File: src/design/tag_pkg.sv
`default_nettype none

package tag_pkg;

  // Tag array geometry
  localparam int TAG_W   = 10;
  localparam int INDEX_W = 9;
  // One way is a valid bit plus its tag
  localparam int WAY_W   = TAG_W + 1;
  // Two ways per set word
  localparam int SET_W   = 2 * WAY_W;

  // Request operation codes
  typedef enum logic [1:0] {
    OP_LOOKUP = 2'd0,
    OP_FILL   = 2'd1,
    OP_INVAL  = 2'd2
  } tag_op_t;

  // Single way entry, valid in the top bit
  typedef struct packed {
    logic             valid;
    logic [TAG_W-1:0] tag;
  } way_entry_t;

  // Set word, way 1 in bits 21..11 and way 0 in bits 10..0
  typedef struct packed {
    way_entry_t way1;
    way_entry_t way0;
  } tag_set_t;

  // Request payload carried with req
  typedef struct packed {
    tag_op_t            op;
    logic [TAG_W-1:0]   tag;
    logic [INDEX_W-1:0] index;
  } tag_req_t;

  // Response payload, valid while ack is high
  typedef struct packed {
    logic             hit;
    logic             way;
    logic             evicted;
    logic [TAG_W-1:0] evict_tag;
  } tag_resp_t;

endpackage

`default_nettype wire

File: src/design/tag_lookup_ctrl.sv
`timescale 1ns/1ps
`default_nettype none

module tag_lookup_ctrl
  import tag_pkg::*;
(
  input  wire logic               CLK,
  input  wire logic               reset,
  // Requester side, four-phase handshake
  input  wire logic               req,
  input  wire tag_req_t           req_data,
  output logic                    ack,
  output tag_resp_t               resp,
  // Macro side, active-low controls
  output logic      [INDEX_W-1:0] sram_a,
  output logic                    sram_cen,
  output tag_set_t                sram_d,
  output logic                    sram_gwen,
  output logic      [SET_W-1:0]   sram_wen,
  input  wire tag_set_t           sram_q
);

  typedef enum logic [2:0] {
    S_IDLE,
    S_READ,
    S_CMP,
    S_WRITE,
    S_ACK
  } state_t;

  state_t     state;
  // Request captured at the start of the transaction
  tag_req_t   req_q;
  // Global round-robin victim for full sets
  logic       victim_ptr;

  // Compare results
  logic       hit0;
  logic       hit1;
  logic       hit_any;
  logic       hit_way;
  // Victim selection
  logic       victim;
  logic       victim_full;
  way_entry_t victim_entry;
  // Write-back data
  logic       tgt_way;
  logic       need_write;
  way_entry_t new_entry;
  tag_set_t   new_set;
  logic [SET_W-1:0] wr_mask;
  tag_resp_t  resp_next;

  // Index goes straight out, the macro holds it between accesses
  assign sram_a = req_q.index;

  // Tag compare and victim choice on the read data
  always_comb begin
    hit0    = sram_q.way0.valid && (sram_q.way0.tag == req_q.tag);
    hit1    = sram_q.way1.valid && (sram_q.way1.tag == req_q.tag);
    hit_any = hit0 || hit1;
    // Way 0 wins if both match
    hit_way = !hit0;

    // Free way first, then the pointer
    if (!sram_q.way0.valid) begin
      victim      = 1'b0;
      victim_full = 1'b0;
    end else if (!sram_q.way1.valid) begin
      victim      = 1'b1;
      victim_full = 1'b0;
    end else begin
      victim      = victim_ptr;
      victim_full = 1'b1;
    end
    victim_entry = victim ? sram_q.way1 : sram_q.way0;

    // Fill writes the victim, invalidate writes the matching way
    tgt_way = (req_q.op == OP_FILL) ? victim : hit_way;

    // New entry, cleared for invalidate
    new_entry.valid = (req_q.op == OP_FILL);
    new_entry.tag   = (req_q.op == OP_FILL) ? req_q.tag : '0;

    // Untouched way keeps its read value
    new_set = sram_q;
    if (tgt_way) begin
      new_set.way1 = new_entry;
    end else begin
      new_set.way0 = new_entry;
    end

    // Active-low mask over the target lane only
    wr_mask = tgt_way ? {{WAY_W{1'b0}}, {WAY_W{1'b1}}}
                      : {{WAY_W{1'b1}}, {WAY_W{1'b0}}};

    // Write only on fill miss or invalidate hit
    need_write = ((req_q.op == OP_FILL) && !hit_any) ||
                 ((req_q.op == OP_INVAL) && hit_any);

    // Response fields
    resp_next = '0;
    case (req_q.op)
      OP_LOOKUP, OP_INVAL: begin
        resp_next.hit = hit_any;
        resp_next.way = hit_any && hit_way;
      end
      OP_FILL: begin
        resp_next.hit     = hit_any;
        // Present way on a hit, else the victim
        resp_next.way     = hit_any ? hit_way : victim;
        resp_next.evicted = !hit_any && victim_full;
        if (!hit_any && victim_full) begin
          resp_next.evict_tag = victim_entry.tag;
        end
      end
      default: resp_next = '0;
    endcase
  end

  // Control state
  always_ff @(posedge CLK) begin
    if (reset) begin
      state      <= S_IDLE;
      ack        <= 1'b0;
      sram_cen   <= 1'b1;
      sram_gwen  <= 1'b1;
      sram_wen   <= '1;
      victim_ptr <= 1'b0;
    end else begin
      case (state)
        S_IDLE: begin
          // Issue the set read
          if (req) begin
            sram_cen  <= 1'b0;
            sram_gwen <= 1'b1;
            state     <= S_READ;
          end
        end
        S_READ: begin
          // Read taken this edge, Q valid after it
          sram_cen <= 1'b1;
          state    <= S_CMP;
        end
        S_CMP: begin
          if (need_write) begin
            sram_cen  <= 1'b0;
            sram_gwen <= 1'b0;
            sram_wen  <= wr_mask;
            state     <= S_WRITE;
            // Pointer moves only when a valid line is replaced
            if ((req_q.op == OP_FILL) && victim_full) begin
              victim_ptr <= ~victim_ptr;
            end
          end else begin
            ack   <= 1'b1;
            state <= S_ACK;
          end
        end
        S_WRITE: begin
          // Write taken this edge
          sram_cen  <= 1'b1;
          sram_gwen <= 1'b1;
          sram_wen  <= '1;
          ack       <= 1'b1;
          state     <= S_ACK;
        end
        S_ACK: begin
          // Hold until the requester lets go
          if (!req) begin
            ack   <= 1'b0;
            state <= S_IDLE;
          end
        end
        default: state <= S_IDLE;
      endcase
    end
  end

  // Payload registers
  always_ff @(posedge CLK) begin
    if ((state == S_IDLE) && req) begin
      req_q <= req_data;
    end
    if (state == S_CMP) begin
      resp   <= resp_next;
      sram_d <= new_set;
    end
  end

  // ack held for as long as req
  a_ack_hold: assert property (
    @(posedge CLK) disable iff (reset) (ack && req) |=> ack
  ) else $error("tag_lookup_ctrl: ack fell while req high");

  // Lookups never touch the array
  a_no_lookup_write: assert property (
    @(posedge CLK) disable iff (reset)
      (!sram_cen && !sram_gwen) |-> (req_q.op != OP_LOOKUP)
  ) else $error("tag_lookup_ctrl: write issued for a lookup");

  // Requester keeps the payload until ack
  a_req_stable: assert property (
    @(posedge CLK) disable iff (reset)
      (req && !ack) |=> (!req || $stable(req_data))
  ) else $error("tag_lookup_ctrl: req_data changed before ack");

endmodule

`default_nettype wire

File: config.mk
export PLATFORM = sky130hd
export DESIGN_NAME = tag_lookup_ctrl
export DESIGN_NICKNAME = d
export VERILOG_FILES = /design/src/design/tag_pkg.sv /design/src/design/tag_lookup_ctrl.sv
export SDC_FILE = /design/constraint.sdc
export NUM_CORES = 1
export LEC_CHECK = 0
export BUFFER_PORTS_ARGS = -buffer_cell sky130_fd_sc_hd__buf_2
export CAP_MARGIN = 20
export CORE_AREA = 4 4 85 87
export DETAILED_ROUTE_END_ITERATION = 16
export DIE_AREA = 0 0 89 91
export HOLD_SLACK_MARGIN = 0.15
export PLACE_DENSITY_LB_ADDON = 0.1
export SETUP_SLACK_MARGIN = 0.05
export SYNTH_ARGS = -nofsm -noshare
export SYNTH_HDL_FRONTEND = slang
export SYNTH_SLANG_ARGS = --single-unit
File: constraint.sdc
create_clock -name CLK -period 3.6 [get_ports CLK]
set_input_delay 0.18 -clock CLK [delete_from_list [all_inputs] [get_ports CLK]]
set_output_delay 0.18 -clock CLK [all_outputs]
set_load 0.01 [all_outputs]
==> results of run 1 <==
==> layer usage <==
metal,part of all wire,vias to the layer above,routed length [um],track usage
li1,-,1107,-,-
met1,0.41,1099,3130,0.246
met2,0.50,91,3770,0.314
met3,0.070,13,527,0.0443
met4,0.018,0,136,0.0906
met5,0,-,0,0
==> where the power goes <==
part	switching (mW)	internal [mW]	total [mW]	leakage, nW
registers	0.0368	0.876	0.913	0.591
logic	0.158	0.131	0.289	0.941
clock network	0.293	0.389	0.682	0.109
==> state kept, by name (all words and copies together) (netlist names) <==
name	flops
ack	1
req_q	12
resp	13
sram_a	9
sram_cen	1
sram_d	22
sram_gwen	1
sram_wen	2
state	3
victim_ptr	1
==> path summary, 6_finish.rpt <==
| check | to | slack (ns) | cells past startpoint |
|---|---|---|---|
| hold / removal | sram_d[15] | 0.17 | 2 |
| hold reg to reg | victim_ptr | 0.50 | 2 |
| setup / recovery | sram_wen[10] | 1.36 | 6 |
| setup reg to reg | sram_wen[10] | 1.36 | 6 |
==> per-stage QoR <==
stage / std cells / area, um^2 / util / hold slack (ns) / setup WS, ns
after floorplan: 241 / 3110 / - / 0.279 / 0.331
after global placement: 398 / 3560 / 0.561 / 0.356 / 1.43
after detailed placement: 398 / 3560 / 0.561 / 0.358 / 1.40
after CTS: 436 / 4000 / 0.630 / 0.162 / 1.38
after global routing: 436 / 4000 / 0.630 / 0.174 / 1.27
final: 436 / 4000 / 0.630 / 0.169 / 1.36
==> cells in the mapped netlist (all sizes together) <==
| cell | number | area, um^2 |
|---|---|---|
| inv | 7 | 26.3 |
| a31o | 1 | 8.76 |
| and4 | 3 | 28.8 |
| dfxtp | 9 | 180 |
| o21ai | 4 | 20.0 |
| edfxtp | 56 | 1680 |
| a211oi | 2 | 15.0 |
| a21oi | 7 | 38.8 |
| o31ai | 2 | 15.0 |
| and2 | 1 | 6.26 |
| a211o | 3 | 26.3 |
| o31a | 2 | 17.5 |
| a21o | 3 | 22.5 |
| and3 | 1 | 6.26 |
| o221a | 2 | 22.5 |
| nor2b | 2 | 12.5 |
| a22o | 20 | 175 |
| nor3 | 4 | 36.3 |
| or2 | 3 | 18.8 |
| o22ai | 1 | 6.26 |
| a311o | 1 | 10.0 |
| nand2b | 1 | 6.26 |
| a311oi | 1 | 15.0 |
| clkbuf | 7 | 26.3 |
| o22a | 1 | 8.76 |
| or3 | 2 | 12.5 |
| buf | 30 | 223 |
| nand3 | 3 | 15.0 |
| nor2 | 18 | 70.1 |
| or4 | 2 | 15.0 |
| xnor2 | 20 | 175 |
| nand4 | 9 | 56.3 |
| nand2 | 2 | 7.51 |
| nor4b | 1 | 8.76 |
| mux2i | 10 | 100 |
==> final cells by class <==
cell class | instances | area [um^2] | area share
Sequential cell | 65 | 1860 | 0.465
Multi-Input combinational cell | 132 | 983 | 0.246
Inverter | 7 | 26.3 | 0.00657
Clock inverter | 7 | 95.1 | 0.0238
Timing Repair Buffer | 139 | 813 | 0.203
Clock buffer | 9 | 124 | 0.0310
Tap cell | 77 | 96.3 | 0.0241
==> logic make-up (layout without fill, tap and decap cells) <==
family | after synthesis | in the layout | share of synthesized area
muxes | 10 | 10 | 0.0321
DFF | 65 | 65 | 0.598
buffers and inverters | 44 | 162 | 0.0884
and+or+nand+nor | 52 | 52 | 0.0964
AOI/OAI and AO/OA | 50 | 50 | 0.129
xor gates and xnor gates | 20 | 20 | 0.0562
==> what timing repair did <==
item | CTS | global route
hold endpoints to repair | 22 | 0
setup endpoints to repair | 0 | 0
hold buffers | 22 | 0
==> flow_results.xml, run 1 <==
<?xml version="1.0" encoding="UTF-8"?>
<metrics>
  <group name="status">
    <metric name="run_status" unit="">finished, final reports clean</metric>
  </group>
  <group name="clock_network">
    <metric name="clock_sink_total" unit="">65</metric>
    <metric name="clk-insertion-delay-late" unit="ns">0.35</metric>
    <metric name="cts_buffer_depth" unit="">2</metric>
    <metric name="cts_inserted_buffers" unit="">9</metric>
    <metric name="ctsRootBufferMaster" unit="">clkbuf_8</metric>
    <metric name="cts_tree" unit="">yes</metric>
    <metric name="post-cts-setup-buffers" unit="">0</metric>
    <metric name="clock_edge_transition_at_the_registers_on_the_reported_setup_and_hold_paths" unit="ns">0.07</metric>
    <metric name="cts-resized-gates" unit="">0</metric>
    <metric name="cts.htree.levels" unit="">3</metric>
  </group>
  <group name="flow_run">
    <metric name="cap_violations" unit="">0</metric>
  </group>
  <group name="timing">
    <metric name="setup_repair_after_global_routing_missed_its_margin" unit="">no</metric>
    <metric name="finalSetupViolCount" unit="">0</metric>
    <metric name="least_margin_pin_slew" unit="ns">0.846</metric>
    <metric name="finalHoldViolCount" unit="">0</metric>
    <metric name="timing_max_transition_violations_final" unit="">0</metric>
    <metric name="final_min_period_over_clock_period" unit="">0.623</metric>
    <metric name="total_negative_slack" unit="ns">0</metric>
    <metric name="clock-skew-final" unit="ns">0.00765</metric>
    <metric name="finalWorstPathRequiredPeriod" unit="ns">2.24</metric>
    <metric name="highest_attainable_clock_frequency" unit="MHz">446</metric>
    <metric name="maxSlewHeadroom" unit="">0.434</metric>
  </group>
  <group name="global_routing">
    <metric name="number_of_antenna_violations_at_the_first_check_in_global_routing" unit="">0</metric>
    <metric name="largest_net_degree_at_the_start_of_global_routing" unit="">25</metric>
    <metric name="first_global_vias" unit="">2362</metric>
    <metric name="globalRoute.totalOverflow" unit="">0</metric>
    <metric name="groute.usage.overall" unit="">0.195</metric>
    <metric name="grt_first_pass_wirelength" unit="um">11800</metric>
  </group>
  <group name="final_layout">
    <metric name="nets" unit="">400</metric>
    <metric name="area.growth.synth_to_final" unit="%">28.4</metric>
    <metric name="layout_commonest_cell" unit="">buf_2</metric>
    <metric name="mostFrequentLayoutCells" unit="">buf_2, edfxtp_1, dlygate4sd3_1</metric>
    <metric name="diodes" unit="">0</metric>
    <metric name="ratio_of_cells_with_drive_above_1_in_the_final_layout" unit="">0.404</metric>
    <metric name="filler_cell_count" unit="">535</metric>
  </group>
  <group name="critical_path">
    <metric name="critical_path.slowest_cell" unit="">edfxtp_1</metric>
    <metric name="path_buf_inv" unit="">0</metric>
    <metric name="critPathLaunchType" unit="">flip-flop</metric>
    <metric name="crit_start" unit="">req_q[14]</metric>
    <metric name="critical_path.reg2reg.startpoint" unit="">req_q[14]</metric>
    <metric name="worstSetupPathType" unit="">reg2reg</metric>
    <metric name="arrival" unit="ns">2.48</metric>
    <metric name="endpoint_kind" unit="">flip-flop</metric>
    <metric name="slowest_delay" unit="ns">0.48</metric>
    <metric name="crit_family" unit="">compound AO/OA/AOI/OAI gates</metric>
    <metric name="cp_max_fo" unit="">12</metric>
    <metric name="chain_of_cells_forming_the_critical_path" unit="">xnor2_1, nand4_1, nor3_4, a21oi_2, o221a_1, a211o_1</metric>
    <metric name="cp.required" unit="ns">3.84</metric>
  </group>
  <group name="floorplan">
    <metric name="initial_utilization" unit="">0.490</metric>
    <metric name="die_width" unit="um">89</metric>
    <metric name="io_pins" unit="">115</metric>
    <metric name="floorplan.die_area" unit="um^2">8100</metric>
    <metric name="core_area" unit="um^2">6350</metric>
    <metric name="std_cell_rows" unit="">29</metric>
    <metric name="die-height" unit="um">91</metric>
  </group>
  <group name="worst_hold_path">
    <metric name="worst_hold_path_type" unit="">in2reg</metric>
    <metric name="hold_path.startpoint" unit="">sram_q[15]</metric>
  </group>
  <group name="synthesis">
    <metric name="mapped_cells" unit="">241</metric>
    <metric name="syn_avg_cell_area" unit="um^2">12.9</metric>
    <metric name="ys_ff_latch" unit="">65</metric>
    <metric name="ys_types" unit="">43</metric>
    <metric name="syn_warnings" unit="">0</metric>
    <metric name="synth-seq-area-share" unit="">0.598</metric>
    <metric name="synth_nets" unit="">287</metric>
    <metric name="post_synth_instance_area" unit="um^2">3110</metric>
  </group>
  <group name="route">
    <metric name="drt_first_pass_iters" unit="">4</metric>
    <metric name="first_iter_violations" unit="">123</metric>
    <metric name="final_antenna_net_count" unit="">0</metric>
    <metric name="dr_total_vias" unit="">2310</metric>
    <metric name="wire_per_inst" unit="um">17.3</metric>
    <metric name="totalWireLength" unit="um">7560</metric>
    <metric name="drt_drc_violations_left" unit="">0</metric>
    <metric name="routed_via_density" unit="">5.30</metric>
  </group>
  <group name="power_and_ir_drop">
    <metric name="power_per_cell_area" unit="nW/um^2">471</metric>
    <metric name="total_leakage_power" unit="nW">1.64</metric>
    <metric name="worst_ir_drop_vdd" unit="V">0.000295</metric>
    <metric name="post-layout-total-power" unit="mW">1.88</metric>
  </group>
  <group name="placement">
    <metric name="routabilityCongestion" unit="">0.839</metric>
    <metric name="hpwl_dp" unit="um">5350</metric>
    <metric name="count_of_input_and_output_buffers" unit="">114</metric>
  </group>
</metrics>
No activity file was read; power rests on OpenSTA's default activity.
==> inputs of run 2 (changes only) <==
clock period = 2.3 ns   (was 3.6 ns; I/O delays follow)
==> flow_results.xml, run 2 (synthesis gave the netlist of run 1 again) <==
<?xml version="1.0" encoding="UTF-8"?>
<metrics>
  <group name="critical_path">
    <metric name="worst-r2r-setup-slack" unit="ns">0.18</metric>
    <metric name="critPathLaunchType" unit="">primary input</metric>
    <metric name="slowest_delay" unit="ns">0.54</metric>
    <metric name="critical_path.reg2reg.startpoint" unit="">req_q[13]</metric>
    <metric name="cp_max_fo" unit="">7</metric>
    <metric name="cp.required" unit="ns">2.52</metric>
    <metric name="crit_family" unit="">compound AO/OA/AOI/OAI gates</metric>
    <metric name="path_buf_inv" unit="">2</metric>
    <metric name="endpoint_kind" unit="">flip-flop</metric>
    <metric name="crit_start" unit="">sram_q[4]</metric>
    <metric name="arrival" unit="ns">2.35</metric>
    <metric name="worstSetupPathType" unit="">in2reg</metric>
    <metric name="critical_path.slowest_cell" unit="">dlygate4sd3_1</metric>
    <metric name="chain_of_cells_forming_the_critical_path" unit="">dlygate4sd3_1, buf_2, xnor2_1, nand4_1, nor3_4, a21oi_2, o221a_1, a211o_1</metric>
  </group>
  <group name="worst_hold_path">
    <metric name="hold_path.startpoint" unit="">sram_q[12]</metric>
    <metric name="worst_hold_path_type" unit="">in2reg</metric>
  </group>
  <group name="final_layout">
    <metric name="area.growth.synth_to_final" unit="%">35.8</metric>
    <metric name="diodes" unit="">0</metric>
    <metric name="ratio_of_cells_with_drive_above_1_in_the_final_layout" unit="">0.399</metric>
    <metric name="multiInputGateArea" unit="um^2">1020</metric>
    <metric name="registers_with_the_highest_flip_flop_counts" unit="">sram_d x22, resp x13, req_q x12</metric>
    <metric name="layout_commonest_cell" unit="">buf_2</metric>
    <metric name="area.sequential" unit="um^2">1860</metric>
    <metric name="filler_cell_count" unit="">480</metric>
    <metric name="number_of_flip_flops_under_the_largest_register_name" unit="">22</metric>
    <metric name="register_ranked_first_by_flip_flop_count" unit="">sram_d</metric>
    <metric name="nets" unit="">422</metric>
    <metric name="mostFrequentLayoutCells" unit="">buf_2, edfxtp_1, dlygate4sd3_1</metric>
  </group>
  <group name="timing">
    <metric name="timing_max_transition_violations_final" unit="">0</metric>
    <metric name="clock-skew-final" unit="ns">0.00724</metric>
    <metric name="finalHoldViolCount" unit="">0</metric>
    <metric name="finalWorstSetupSlack" unit="ns">0.173</metric>
    <metric name="least_margin_pin_slew" unit="ns">0.809</metric>
    <metric name="finalSetupViolCount" unit="">0</metric>
    <metric name="setup_repair_after_global_routing_missed_its_margin" unit="">no</metric>
    <metric name="highest_attainable_clock_frequency" unit="MHz">470</metric>
    <metric name="final_min_period_over_clock_period" unit="">0.925</metric>
    <metric name="total_negative_slack" unit="ns">0</metric>
    <metric name="maxSlewHeadroom" unit="">0.459</metric>
    <metric name="finalWorstPathRequiredPeriod" unit="ns">2.13</metric>
  </group>
  <group name="floorplan">
    <metric name="initial_utilization" unit="">0.490</metric>
    <metric name="io_pins" unit="">115</metric>
    <metric name="core_area" unit="um^2">6350</metric>
    <metric name="die-height" unit="um">91</metric>
    <metric name="floorplan.die_area" unit="um^2">8100</metric>
    <metric name="die_width" unit="um">89</metric>
    <metric name="std_cell_rows" unit="">29</metric>
  </group>
  <group name="power_and_ir_drop">
    <metric name="total_leakage_power" unit="nW">1.75</metric>
    <metric name="power_per_cell_area" unit="nW/um^2">668</metric>
    <metric name="worst_ir_drop_vdd" unit="V">0.000485</metric>
  </group>
  <group name="clock_network">
    <metric name="ctsRootBufferMaster" unit="">clkbuf_8</metric>
    <metric name="cts_inserted_buffers" unit="">9</metric>
    <metric name="cts.htree.levels" unit="">3</metric>
    <metric name="clock_edge_transition_at_the_registers_on_the_reported_setup_and_hold_paths" unit="ns">0.06</metric>
    <metric name="clock_sink_total" unit="">65</metric>
    <metric name="post-cts-setup-buffers" unit="">0</metric>
    <metric name="clk-insertion-delay-late" unit="ns">0.33</metric>
    <metric name="cts_buffer_depth" unit="">2</metric>
    <metric name="cts_tree" unit="">yes</metric>
  </group>
  <group name="global_routing">
    <metric name="groute.usage.overall" unit="">0.195</metric>
    <metric name="largest_net_degree_at_the_start_of_global_routing" unit="">36</metric>
    <metric name="globalRoute.totalOverflow" unit="">0</metric>
    <metric name="number_of_antenna_violations_at_the_first_check_in_global_routing" unit="">0</metric>
    <metric name="grt_first_pass_wirelength" unit="um">12100</metric>
    <metric name="first_global_vias" unit="">2458</metric>
  </group>
  <group name="placement">
    <metric name="count_of_input_and_output_buffers" unit="">114</metric>
    <metric name="hpwl_dp" unit="um">5160</metric>
    <metric name="pre_cts_slack" unit="ns">0.0955</metric>
    <metric name="routabilityCongestion" unit="">0.887</metric>
  </group>
  <group name="route">
    <metric name="final_antenna_net_count" unit="">0</metric>
    <metric name="first_iter_violations" unit="">125</metric>
    <metric name="wire_per_inst" unit="um">16.6</metric>
    <metric name="routed_via_density" unit="">5.19</metric>
    <metric name="totalWireLength" unit="um">7600</metric>
    <metric name="dr_total_vias" unit="">2376</metric>
    <metric name="drt_drc_violations_left" unit="">0</metric>
    <metric name="drt_first_pass_iters" unit="">4</metric>
  </group>
  <group name="status">
    <metric name="run_status" unit="">finished, final reports clean</metric>
  </group>
  <group name="flow_run">
    <metric name="cap_violations" unit="">0</metric>
  </group>
</metrics>
[run 2: changes by cell type in the layout (fill, tap and decap cells not counted), sizes merged]
cell / previous run / this run
bufinv: 2 / 1
clkinv: 4 / 5
dlygate4sd3: 22 / 41
buf: 117 / 120
[run 2: cell type report]
cell class,instances,area share
clock buffers,9,0.0293
clock inverters,7,0.0145
inverters,7,0.00621
multi-input cells,132,0.242
flip-flops and latches,65,0.440
well taps,77,0.0228
repair buffers,161,0.245
[run 2: timing repair]
| item | in CTS | in global routing |
|---|---|---|
| setup endpoints to repair | 0 | 18 |
| gates resized for setup | 0 | 5 |
| hold buffers | 41 | 0 |
| endpoints found under the hold margin | 51 | 0 |
[run 2: worst paths after layout]
kind                  end  depth (start not counted)
max          sram_wen[10]                          8
min            sram_d[12]                          2
max reg2reg  sram_wen[10]                          6
min reg2reg    victim_ptr                          2
[run 2: per-stage QoR]
step / util / instance area (um^2) / total power [mW] / hold WS (ns) / instances
floorplan: - / 3120 / 1.74 / 0.214 / 241
global placement: 0.568 / 3600 / 1.88 / 0.291 / 401
detailed placement: 0.568 / 3600 / 1.89 / 0.293 / 401
CTS: 0.661 / 4200 / 2.85 / 0.156 / 458
global route: 0.666 / 4230 / 2.96 / 0.167 / 458
finish: 0.666 / 4230 / 2.83 / 0.180 / 458
[run 2: worst reg2reg max path, stage by stage, from the launching register on]
cell	delay [ns]
edfxtp_1	0.45
xnor2_1	0.26
nand4_1	0.23
nor3_4	0.34
a21oi_2	0.18
o221a_1	0.29
a211o_1	0.26
[run 2: report_power, final]
part / switching [mW] / internal, mW / total (mW)
combinational: 0.251 / 0.238 / 0.490
sequential: 0.0602 / 1.37 / 1.43
clock: 0.418 / 0.488 / 0.906
[run 2: per-layer routing]
metal / GRT usage / share of wire / up-vias
met1: 0.251 / 0.40 / 1108
met3: 0.0452 / 0.081 / 10
met4: 0.0881 / 0.016 / 0
met5: 0 / 0 / -
met2: 0.309 / 0.50 / 102
li1: - / - / 1156
